**config.mk**
```make
export PLATFORM = sky130hd
export DESIGN_NAME = usb3_pipe_rx
export DESIGN_NICKNAME = d
export VERILOG_FILES = /design/src/hdl/pipe_pkg.sv /design/src/hdl/rx_word_align.sv /design/src/hdl/ts_detect.sv /design/src/hdl/rxdet_ctrl.sv /design/src/hdl/phy_power_ctrl.sv /design/src/hdl/usb3_pipe_rx.sv
export SDC_FILE = /design/constraint.sdc
export NUM_CORES = 1
export LEC_CHECK = 0
export BUFFER_PORTS_ARGS = -buffer_cell sky130_fd_sc_hd__buf_2
export CAP_MARGIN = 25
export CORE_ASPECT_RATIO = 1.75
export CORE_UTILIZATION = 55
export CTS_BUF_LIST = sky130_fd_sc_hd__clkbuf_8
export DETAILED_ROUTE_END_ITERATION = 7
export PLACE_DENSITY = 0.84
export SLEW_MARGIN = 20
export SYNTH_ARGS = -nofsm -noshare
export SYNTH_HDL_FRONTEND = slang
export SYNTH_SLANG_ARGS = --single-unit
```
**constraint.sdc**
```tcl
create_clock -name local_clk -period 2.6 [get_ports local_clk]
set_input_delay 0.26 -clock local_clk [delete_from_list [all_inputs] [get_ports local_clk]]
set_output_delay 0.26 -clock local_clk [all_outputs]
set_load 0.1 [all_outputs]
```
**src/hdl/pipe_pkg.sv**
```systemverilog
`default_nettype none

package pipe_pkg;

	//////////////////////////////////////////////////////////////////////
	// 8b/10b control symbols
	//////////////////////////////////////////////////////////////////////

	// comma, starts every ordered set
	localparam logic [7:0] SYM_COM = 8'hBC;

	// other framing K codes
	localparam logic [7:0] SYM_SKP = 8'h3C;
	localparam logic [7:0] SYM_SDP = 8'h5C;
	localparam logic [7:0] SYM_SHP = 8'hFB;
	// end of packet framing, closes DPH and DPP headers
	localparam logic [7:0] SYM_END = 8'hF7;

	// training set identifiers, sent as data bytes
	localparam logic [7:0] SYM_TS1_ID = 8'h4A;
	localparam logic [7:0] SYM_TS2_ID = 8'h45;

	//////////////////////////////////////////////////////////////////////
	// receive words
	//////////////////////////////////////////////////////////////////////

	// one 32 bit PIPE word with its K flags
	typedef struct packed {
		logic [31:0] data;
		logic [3:0]  datak;
	} pipe_word_t;

	// aligned word as seen by the link layer
	typedef struct packed {
		pipe_word_t word;
		logic       active;
	} link_word_t;

	//////////////////////////////////////////////////////////////////////
	// PHY control
	//////////////////////////////////////////////////////////////////////

	typedef enum logic [1:0] {
		POWER_P0 = 2'd0,
		POWER_P1 = 2'd1,
		POWER_P2 = 2'd2,
		POWER_P3 = 2'd3
	} power_state_t;

	// RxStatus of one lane
	typedef logic [2:0] lane_status_t;

	// receiver present, as reported during detection
	localparam lane_status_t RXSTAT_DETECTED = 3'b011;

	// cycles between a detect request and the PHY strobe
	localparam int DEFAULT_RXDET_DELAY = 31;
	// about 8 ms at 125 MHz once the top bit sets
	localparam int DEFAULT_RXDET_TIMEOUT_BITS = 21;

endpackage

`default_nettype wire

```
**src/hdl/rx_word_align.sv**
```systemverilog
`timescale 1ns/1ns
`default_nettype none

module rx_word_align
	import pipe_pkg::*;
(
	input wire local_clk,
	input wire reset_n,
	input wire pipe_word_t phy_rx,
	input wire [1:0] phy_rx_valid,
	output link_word_t link_in
);

	// swapped input word
	link_word_t rx_q;
	// carried bytes or the whole previous word when aligned
	link_word_t a_q;
	// assembled output word
	link_word_t b_q;
	// number of bytes carried from one word into the next
	logic [1:0] align_q;

	pipe_word_t rx_swap;
	logic [3:0] frame_k;
	logic [3:0] end_k;
	logic frame_found;
	logic [1:0] align_next;
	logic [1:0] carry_align;
	logic [1:0] carry_shift;
	logic group_whole;
	logic [31:0] head_mask;
	logic [3:0] headk_mask;
	pipe_word_t spliced;
	pipe_word_t carried;

	function automatic logic is_frame(input logic [7:0] sym, input logic k);
		return k && (sym == SYM_COM || sym == SYM_SKP || sym == SYM_SDP ||
			sym == SYM_SHP || sym == SYM_END);
	endfunction

	function automatic logic is_run_end(input logic [7:0] sym, input logic k);
		return k && (sym == SYM_COM || sym == SYM_END);
	endfunction

	// first byte on the wire goes to the top
	always_comb begin
		rx_swap.data = {<<8{phy_rx.data}};
		rx_swap.datak = {<<{phy_rx.datak}};
	end

	always_comb begin
		for (int i = 0; i < 4; i++) begin
			frame_k[i] = is_frame(rx_q.word.data[8*i +: 8], rx_q.word.datak[i]);
			end_k[i] = is_run_end(rx_q.word.data[8*i +: 8], rx_q.word.datak[i]);
		end
	end

	// length of the framing run that ends in the last byte
	always_comb begin
		frame_found = frame_k[0];
		if (&frame_k && end_k[0])
			align_next = 2'd0;
		else if (&frame_k[2:0])
			align_next = 2'd3;
		else if (&frame_k[1:0])
			align_next = 2'd2;
		else
			align_next = 2'd1;
	end

	assign carry_align = frame_found ? align_next : align_q;
	assign carry_shift = 2'd0 - carry_align;

	// bytes before a new cut only count when they fill a word
	assign group_whole = !frame_found || align_q == 2'd0 ||
		(align_next != 2'd0 && align_next <= align_q);

	assign head_mask = 32'hffff_ffff >> {align_q, 3'b000};
	assign headk_mask = 4'hf >> align_q;

	// carried bytes on top, head of the new word below
	always_comb begin
		spliced.data = (a_q.word.data & ~head_mask) | (rx_q.word.data >> {align_q, 3'b000});
		spliced.datak = (a_q.word.datak & ~headk_mask) | (rx_q.word.datak >> align_q);
	end

	// tail of the new word moved up for the next splice
	always_comb begin
		carried.data = rx_q.word.data << {carry_shift, 3'b000};
		carried.datak = rx_q.word.datak << carry_shift;
	end

	//////////////////////////////////////////////////////////////////////
	// re-cutting pipeline
	//////////////////////////////////////////////////////////////////////

	always_ff @(posedge local_clk or negedge reset_n) begin
		if (!reset_n) begin
			rx_q <= '0;
			a_q <= '0;
			b_q <= '0;
			align_q <= 2'd0;
		end else begin
			rx_q.word <= rx_swap;
			rx_q.active <= |phy_rx_valid;
			b_q.active <= 1'b0;
			if (rx_q.active) begin
				b_q.word <= (align_q == 2'd0) ? a_q.word : spliced;
				b_q.active <= a_q.active && group_whole;
				a_q.word <= carried;
				a_q.active <= 1'b1;
				align_q <= carry_align;
			end else if (align_q == 2'd0 && a_q.active) begin
				// a whole word needs no partner and moves on
				b_q.word <= a_q.word;
				b_q.active <= 1'b1;
				a_q.active <= 1'b0;
			end
		end
	end

	assign link_in = b_q;

endmodule

`default_nettype wire

```
**src/hdl/ts_detect.sv**
```systemverilog
`timescale 1ns/1ns
`default_nettype none

module ts_detect
	import pipe_pkg::*;
(
	input wire local_clk,
	input wire reset_n,
	input wire link_word_t link_in,
	input wire power_state_t power_state,
	output logic ltssm_train_ts1,
	output logic ltssm_train_ts2
);

	typedef enum logic [1:0] {
		TS_IDLE,
		TS_WORD1,
		TS_WORD2,
		TS_WORD3
	} ts_state_t;

	ts_state_t state;
	logic is_com_word;
	logic is_hdr_word;
	logic is_ts1_word;
	logic is_ts2_word;

	// four commas, all K
	assign is_com_word = link_in.word.datak == 4'hF && link_in.word.data == {4{SYM_COM}};

	// 00 00 ID ID, bits 19:16 hold link functions and are ignored
	assign is_hdr_word = link_in.word.datak == 4'h0 &&
		link_in.word.data[31:20] == 12'h000 &&
		link_in.word.data[15:8] == link_in.word.data[7:0] &&
		(link_in.word.data[7:0] == SYM_TS1_ID || link_in.word.data[7:0] == SYM_TS2_ID);

	assign is_ts1_word = link_in.word.datak == 4'h0 && link_in.word.data == {4{SYM_TS1_ID}};
	assign is_ts2_word = link_in.word.datak == 4'h0 && link_in.word.data == {4{SYM_TS2_ID}};

	//////////////////////////////////////////////////////////////////////
	// ordered set recogniser
	//////////////////////////////////////////////////////////////////////

	always_ff @(posedge local_clk or negedge reset_n) begin
		if (!reset_n) begin
			state <= TS_IDLE;
			ltssm_train_ts1 <= 1'b0;
			ltssm_train_ts2 <= 1'b0;
		end else begin
			ltssm_train_ts1 <= 1'b0;
			ltssm_train_ts2 <= 1'b0;
			if (power_state != POWER_P0) begin
				// no training outside P0
				state <= TS_IDLE;
			end else if (link_in.active) begin
				case (state)
					TS_IDLE: begin
						if (is_com_word)
							state <= TS_WORD1;
					end
					TS_WORD1: begin
						state <= is_hdr_word ? TS_WORD2 : TS_IDLE;
					end
					TS_WORD2: begin
						state <= (is_ts1_word || is_ts2_word) ? TS_WORD3 : TS_IDLE;
					end
					TS_WORD3: begin
						// last word picks the set type
						ltssm_train_ts1 <= is_ts1_word;
						ltssm_train_ts2 <= is_ts2_word;
						state <= TS_IDLE;
					end
					default: begin
						state <= TS_IDLE;
					end
				endcase
			end
		end
	end

endmodule

`default_nettype wire

```
**src/hdl/rxdet_ctrl.sv**
```systemverilog
`timescale 1ns/1ns
`default_nettype none

module rxdet_ctrl
	import pipe_pkg::*;
#(
	parameter int RXDET_DELAY = DEFAULT_RXDET_DELAY,
	parameter int RXDET_TIMEOUT_BITS = DEFAULT_RXDET_TIMEOUT_BITS
) (
	input wire local_clk,
	input wire reset_n,
	input wire partner_detect,
	input wire power_state_t power_state,
	input wire [1:0] phy_status,
	input wire lane_status_t [1:0] rx_status,
	output logic partner_looking,
	output logic partner_detected,
	output logic phy_tx_detrx_lpbk
);

	// short answer in P0 or P1, looking then detected
	localparam int SHORT_LOOK = 2;
	localparam int SHORT_END = 9;
	localparam int RDC_BITS = $clog2(RXDET_DELAY + SHORT_END + 1);

	typedef enum logic [2:0] {
		RD_IDLE,
		RD_WAIT,
		RD_PROBE,
		RD_HOLD1,
		RD_HOLD2,
		RD_SHORT
	} rd_state_t;

	rd_state_t state;
	logic partner_detect_q;
	logic [RDC_BITS-1:0] rdc;
	logic [RXDET_TIMEOUT_BITS-1:0] timeout;
	logic request;
	logic lane_hit;

	assign request = partner_detect && !partner_detect_q;

	// lane 1 wins when both lanes report together
	assign lane_hit = phy_status[1] ? (rx_status[1] == RXSTAT_DETECTED) :
		(rx_status[0] == RXSTAT_DETECTED);

	always_ff @(posedge local_clk or negedge reset_n) begin
		if (!reset_n) begin
			state <= RD_IDLE;
			partner_detect_q <= 1'b0;
			rdc <= '0;
			timeout <= '0;
			partner_looking <= 1'b0;
			partner_detected <= 1'b0;
			phy_tx_detrx_lpbk <= 1'b0;
		end else begin
			partner_detect_q <= partner_detect;
			rdc <= rdc + 1'b1;
			timeout <= timeout + 1'b1;
			partner_looking <= 1'b0;
			partner_detected <= 1'b0;
			phy_tx_detrx_lpbk <= 1'b0;
			case (state)
				RD_IDLE: begin
					if (request) begin
						rdc <= '0;
						timeout <= '0;
						partner_looking <= 1'b1;
						// link already up, no need to probe
						if (power_state == POWER_P0 || power_state == POWER_P1)
							state <= RD_SHORT;
						else
							state <= RD_WAIT;
					end
				end
				RD_WAIT: begin
					partner_looking <= 1'b1;
					if (rdc == RDC_BITS'(RXDET_DELAY)) begin
						phy_tx_detrx_lpbk <= 1'b1;
						state <= RD_PROBE;
					end
				end
				RD_PROBE: begin
					partner_looking <= 1'b1;
					if (|phy_status) begin
						partner_detected <= lane_hit;
						state <= RD_HOLD1;
					end else if (timeout[RXDET_TIMEOUT_BITS-1]) begin
						// PHY never answered
						state <= RD_HOLD1;
					end else begin
						phy_tx_detrx_lpbk <= 1'b1;
					end
				end
				RD_HOLD1: begin
					partner_detected <= partner_detected;
					state <= RD_HOLD2;
				end
				RD_HOLD2: begin
					partner_detected <= partner_detected;
					state <= RD_IDLE;
				end
				RD_SHORT: begin
					if (rdc < RDC_BITS'(SHORT_LOOK))
						partner_looking <= 1'b1;
					else
						partner_detected <= 1'b1;
					if (rdc == RDC_BITS'(SHORT_END))
						state <= RD_IDLE;
				end
				default: begin
					state <= RD_IDLE;
				end
			endcase
		end
	end

endmodule

`default_nettype wire

```
**src/hdl/phy_power_ctrl.sv**
```systemverilog
`timescale 1ns/1ns
`default_nettype none

module phy_power_ctrl
	import pipe_pkg::*;
(
	input wire local_clk,
	input wire reset_n,
	input wire [1:0] phy_status,
	input wire ltssm_power_go,
	input wire power_state_t ltssm_power_down,
	output power_state_t phy_power_down,
	output logic ltssm_power_ack,
	output logic ltssm_reset_n
);

	typedef enum logic [2:0] {
		PD_BOOT_ON,
		PD_BOOT_OFF,
		PD_IDLE,
		PD_CHANGE,
		PD_ACK
	} pd_state_t;

	pd_state_t state;
	logic power_go_q;
	logic request;

	assign request = ltssm_power_go && !power_go_q;

	always_ff @(posedge local_clk or negedge reset_n) begin
		if (!reset_n) begin
			state <= PD_BOOT_ON;
			power_go_q <= 1'b0;
			phy_power_down <= POWER_P2;
			ltssm_power_ack <= 1'b0;
			ltssm_reset_n <= 1'b0;
		end else begin
			power_go_q <= ltssm_power_go;
			ltssm_power_ack <= 1'b0;
			case (state)
				// PHY pulses status once its power-on reset is done
				PD_BOOT_ON: begin
					if (|phy_status)
						state <= PD_BOOT_OFF;
				end
				PD_BOOT_OFF: begin
					if (phy_status == 2'b00) begin
						ltssm_reset_n <= 1'b1;
						state <= PD_IDLE;
					end
				end
				PD_IDLE: begin
					if (request) begin
						if (ltssm_power_down == phy_power_down) begin
							// nothing to change, acknowledge at once
							ltssm_power_ack <= 1'b1;
							state <= PD_ACK;
						end else begin
							phy_power_down <= ltssm_power_down;
							state <= PD_CHANGE;
						end
					end
				end
				PD_CHANGE: begin
					// PHY confirms the new state with a status pulse
					if (|phy_status) begin
						ltssm_power_ack <= 1'b1;
						state <= PD_ACK;
					end
				end
				PD_ACK: begin
					ltssm_power_ack <= 1'b1;
					state <= PD_IDLE;
				end
				default: begin
					state <= PD_BOOT_ON;
				end
			endcase
		end
	end

endmodule

`default_nettype wire

```
**src/hdl/usb3_pipe_rx.sv**
```systemverilog
`timescale 1ns/1ns
`default_nettype none

module usb3_pipe_rx
	import pipe_pkg::*;
#(
	parameter int RXDET_DELAY = DEFAULT_RXDET_DELAY,
	parameter int RXDET_TIMEOUT_BITS = DEFAULT_RXDET_TIMEOUT_BITS
) (
	input wire local_clk,
	input wire reset_n,

	// PHY side
	input wire pipe_word_t phy_rx,
	input wire [1:0] phy_rx_valid,
	input wire [1:0] phy_status,
	input wire lane_status_t [1:0] rx_status,
	output logic phy_tx_detrx_lpbk,
	output power_state_t phy_power_down,

	// LTSSM side
	input wire ltssm_power_go,
	input wire power_state_t ltssm_power_down,
	input wire partner_detect,
	output link_word_t link_in,
	output logic ltssm_train_ts1,
	output logic ltssm_train_ts2,
	output logic partner_looking,
	output logic partner_detected,
	output logic ltssm_power_ack,
	output logic ltssm_reset_n
);

	rx_word_align u_rx_word_align (
		.local_clk    (local_clk),
		.reset_n      (reset_n),
		.phy_rx       (phy_rx),
		.phy_rx_valid (phy_rx_valid),
		.link_in      (link_in)
	);

	// training sets only count in P0
	ts_detect u_ts_detect (
		.local_clk       (local_clk),
		.reset_n         (reset_n),
		.link_in         (link_in),
		.power_state     (phy_power_down),
		.ltssm_train_ts1 (ltssm_train_ts1),
		.ltssm_train_ts2 (ltssm_train_ts2)
	);

	rxdet_ctrl #(
		.RXDET_DELAY        (RXDET_DELAY),
		.RXDET_TIMEOUT_BITS (RXDET_TIMEOUT_BITS)
	) u_rxdet_ctrl (
		.local_clk         (local_clk),
		.reset_n           (reset_n),
		.partner_detect    (partner_detect),
		.power_state       (phy_power_down),
		.phy_status        (phy_status),
		.rx_status         (rx_status),
		.partner_looking   (partner_looking),
		.partner_detected  (partner_detected),
		.phy_tx_detrx_lpbk (phy_tx_detrx_lpbk)
	);

	phy_power_ctrl u_phy_power_ctrl (
		.local_clk        (local_clk),
		.reset_n          (reset_n),
		.phy_status       (phy_status),
		.ltssm_power_go   (ltssm_power_go),
		.ltssm_power_down (ltssm_power_down),
		.phy_power_down   (phy_power_down),
		.ltssm_power_ack  (ltssm_power_ack),
		.ltssm_reset_n    (ltssm_reset_n)
	);

endmodule

`default_nettype wire

```
==> flow_summary.rst <==
.. list-table::
   :header-rows: 1

   * - Metric
     - Value
   * - Deepest clock path buffer count
     - 2
   * - Via count
     - 7339
   * - Most numerous cell in the Yosys netlist
     - sky130_fd_sc_hd__dfrtp_1
   * - Overall die width
     - 93.0 um
   * - Number of rows created at floorplan
     - 57
   * - Post-Route Setup TNS
     - -0.541 ns
   * - Sw Ratio
     - 49.3%
   * - Pre-Repair DR Iteration Count
     - 7
   * - Post-detailed-route wirelength per cell
     - 20.5 um
   * - Post-route design area
     - 9850 sq um
   * - Run status
     - finished with violations
   * - Combined area of all synthesized cells
     - 7970 sq um
   * - TritonCTS clock tree
     - built
   * - Setup WS pre-CTS
     - 0.0216 ns
   * - Clock tree skew after final layout
     - 0.0136 ns
   * - Logic pwr share
     - 45.3%
   * - Time the final worst path needs with I/O delays and setup
     - 2.67 ns
   * - Clock Sink Count
     - 159
   * - P_sw
     - 4.93 mW
   * - First-pass GRT wire length
     - 38.1 mm
   * - Critical Path Sink Type
     - flip-flop
   * - Violations in the final reports
     - negative setup slack
   * - Count of buffering cells on the critical path with inverters included
     - 2
   * - Final-layout worst hold slack
     - 0.0776 ns
   * - IR Drop Worst-Case VDD
     - between 0.7 and 0.8 mV
   * - Area growth, synth to finish
     - 23.6%
   * - Commonest cells in the synthesized netlist
     - 158 x sky130_fd_sc_hd__dfrtp_1, 134 x sky130_fd_sc_hd__nand2_1, 82 x sky130_fd_sc_hd__nor2_1
   * - Weighted congestion at the end of routability-driven global placement
     - 0.956
   * - Detailed Route WL
     - between 20 and 25 mm
   * - Leakage
     - about 4.5 nW
   * - Kind of cell adding the most delay to the critical path
     - compound AO/OA/AOI/OAI gates
   * - Required @ worst endpoint
     - 2.93 ns
   * - Internal Power
     - 5.07 mW
   * - Total gr overflow
     - 0
   * - Peak fanout along the critical path
     - 7
   * - Startpoint-to-endpoint class of the critical path
     - reg -> reg
   * - Via/cell ratio
     - 6.22
   * - Synth Instances
     - 807
   * - Max transition margin
     - 54.4%
   * - DIE HEIGHT
     - ~160 um
   * - # setup viols final
     - 9
   * - Transition time of the tightest slew-check pin
     - 0.684 ns
   * - EDFF count, synth
     - 0
   * - Count of endpoints failing hold in the final timing report
     - 0
   * - Starting utilization of the core area
     - 57.0%
   * - Via count of the first global-routing pass
     - roughly 7400
   * - Post-DRT Antenna Nets
     - 0
   * - All-Layer GR Usage
     - 33.9%
   * - Half-perimeter wire length of the detailed placement result
     - 17.4 mm
   * - Mean area per synthesized cell
     - 9.87 sq um
   * - Clock insertion delay at the later pin of the skew report
     - 0.46 ns
   * - Sequence of cells on the critical path
     - and4b_1, o211ai_1, buf_4, a221oi_4, o31a_4, a21boi_4, buf_6, a22o_1, a221o_1
   * - IO buf count
     - 97
   * - Cell accounting for the most synthesized area
     - sky130_fd_sc_hd__dfrtp_1
   * - Sequential-to-total area share from yosys stat
     - 50.0%
   * - Max stage delay on crit path
     - roughly 0.47 ns
   * - Most used flip-flop cell after synthesis
     - sky130_fd_sc_hd__dfrtp_1
   * - CTS root buf
     - sky130_fd_sc_hd__clkbuf_8
   * - H-tree depth reported by CTS
     - 4
   * - Initial antenna violation count
     - 0
   * - Io pins
     - 98
   * - RSZ-0062 raised after global routing
     - yes
   * - Top area cells in the synthesized netlist
     - sky130_fd_sc_hd__dfrtp_1 50%, sky130_fd_sc_hd__nand2_1 6.3%, sky130_fd_sc_hd__nor2_1 3.9%
   * - Synthesis warning total
     - 0
   * - Final nets
     - 1046
   * - Portion of synthesized cell area occupied by the leading cell type
     - 49.6%
   * - Data arrival, critical path
     - 3.01 ns
   * - Total DRC errors in the routed layout
     - 0
   * - Slowest cell on crit path
     - sky130_fd_sc_hd__dfrtp_2
   * - Die ar.
     - 15000 sq um
   * - Setup slack, reg-to-reg
     - -0.07 ns
   * - Area after detailed placement
     - 8950 sq um
   * - Core Area
     - 14000 sq um
   * - Flop pwr share
     - 38.6%
   * - Critical Path Start Type
     - flip-flop
   * - Number of maximum-capacitance constraint violations
     - 0
   * - Clock slew at reported path FFs
     - 0.09 ns
   * - CTS Buf Count
     - 17
   * - Count of state elements after synthesis
     - 159
   * - Clk pwr share
     - ~16%
   * - Net Count, Synth
     - 864
   * - Pin count of the biggest net entering global routing
     - ~70
   * - Fmax achieved
     - between 300 and 400 MHz
   * - Async SR Flop Fraction
     - between 90% and 100%
   * - Antenna diode instance count
     - 0
   * - Unique cell type count in the Yosys netlist
     - 68
   * - Max-slew violation count
     - 0
   * - Type of the tightest min-delay check
     - in -> reg
   * - Worst Slack Setup Final
     - -0.0746 ns
   * - Final critical-path share of the clock period
     - 103%
   * - Violation count after the first detailed-route iteration
     - around 580
   * - Power density relative to cell area
     - 1020 nW/um^2
   * - Layout cell share with drive strength beyond 1
     - 25.0%
## state kept, by name, indices dropped and copies added, names as in the netlist
signal,count
u_rx_word_align.link_in,37
u_phy_power_ctrl.power_go_q,1
u_rxdet_ctrl.rdc,6
u_phy_power_ctrl.ltssm_power_ack,1
u_ts_detect.state,2
u_rx_word_align.a_q,37
u_rxdet_ctrl.timeout,21
u_rxdet_ctrl.phy_tx_detrx_lpbk,1
u_rx_word_align.rx_q,37
u_rxdet_ctrl.partner_looking,1
u_rxdet_ctrl.partner_detected,1
u_rx_word_align.align_q,2
u_rxdet_ctrl.partner_detect_q,1
u_ts_detect.ltssm_train_ts1,1
u_phy_power_ctrl.phy_power_down,2
u_phy_power_ctrl.state,3
u_ts_detect.ltssm_train_ts2,1
u_rxdet_ctrl.state,3
u_phy_power_ctrl.ltssm_reset_n,1
## metal layers
metal	track usage [%]	up-vias	routed length (um)
li1	-	3272	-
met1	34.9	3587	8200
met2	58.9	355	12500
met3	5.60	125	1230
met4	28.1	0	2220
met5	0	-	0
## worst paths after layout
kind                                                            start                                              to  depth (start not counted)
min in group asynchronous                                     reset_n              u_rx_word_align.a_q[9]$_DFFE_PN0P_                          2
max in group asynchronous                                     reset_n              u_rx_word_align.rx_q[14]$_DFF_PN0_                          3
max                                 u_rx_word_align.rx_q[5]$_DFF_PN0_             u_rx_word_align.a_q[34]$_DFFE_PN0P_                          9
min                                               ltssm_power_down[0]  u_phy_power_ctrl.phy_power_down[0]$_DFFE_PN0P_                          2
min reg2reg                u_phy_power_ctrl.ltssm_reset_n$_DFFE_PN0P_      u_phy_power_ctrl.ltssm_reset_n$_DFFE_PN0P_                          1
max reg2reg                         u_rx_word_align.rx_q[5]$_DFF_PN0_             u_rx_word_align.a_q[34]$_DFFE_PN0P_                          9
## repair_timing
action | CTS | global route
setup endpoints to repair | 4 | 27
gates cloned | 0 | 0
endpoints found under the hold margin | 107 | 0
buffers inserted | 0 | 9
pin swaps | 1 | 18
hold buffers | 41 | 0
gates resized for setup | 1 | 19
## power groups by stage
stage	clock network [mW]	logic, mW	registers, mW
2_1_floorplan	0	1.75	5.35
3_3_place_gp	0	4.30	3.84
3_5_place_dp	0	4.37	3.87
4_1_cts	1.64	4.45	3.83
5_1_grt	1.73	4.80	3.93
6_report	1.61	4.53	3.86
## cell usage in the layout, fill, tap and decap left out, types with 10 or more instances in the layout
master	n
sky130_fd_sc_hd__nand4_1	11
sky130_fd_sc_hd__xor2_1	22
sky130_fd_sc_hd__clkbuf_8	17
sky130_fd_sc_hd__a31oi_1	19
sky130_fd_sc_hd__a21oi_1	29
sky130_fd_sc_hd__buf_4	57
sky130_fd_sc_hd__nor2_1	81
sky130_fd_sc_hd__xnor2_1	15
sky130_fd_sc_hd__nand2_1	134
sky130_fd_sc_hd__mux2i_1	10
sky130_fd_sc_hd__a21o_1	12
sky130_fd_sc_hd__nor4_1	10
sky130_fd_sc_hd__nor2b_1	17
sky130_fd_sc_hd__o211ai_1	11
sky130_fd_sc_hd__o21ai_0	16
sky130_fd_sc_hd__nand3_1	31
sky130_fd_sc_hd__dfrtp_1	152
sky130_fd_sc_hd__inv_1	19
sky130_fd_sc_hd__and3_1	20
sky130_fd_sc_hd__buf_2	96
sky130_fd_sc_hd__dlygate4sd3_1	41
## stage by stage
stage               std cells  utilization (%)  power (mW)
floorplan                 807                -        7.10
global placement         1097             64.0        8.14
detailed placement       1097             64.0        8.24
CTS                      1170             69.5        9.92
global route             1179             70.4        10.5
finish                   1179             70.4        10.0
## kinds of logic (layout without fill, tap and decap cells)
logic type | after synthesis | after routing | synth area share [%]
xor+xnor | 37 | 37 | 4.07
compound gates | 168 | 168 | 15.7
mux | 29 | 29 | 5.26
flops | 159 | 159 | 50.0
buf+inv | 54 | 249 | 2.67
simple gates | 355 | 355 | 21.6
fa+ha+maj | 5 | 5 | 0.785
## final cells by class
type                            instances  area, sq um
Tap cell                              177          221
Clock buffer                           17          234
Clock inverter                         15          111
Timing Repair Buffer                  200         1400
Sequential cell                       159         3990
Fill cell                            1036         4130
Inverter                               17         63.8
Multi-Input combinational cell        594         3830
(Power assumes the default switching activity.)
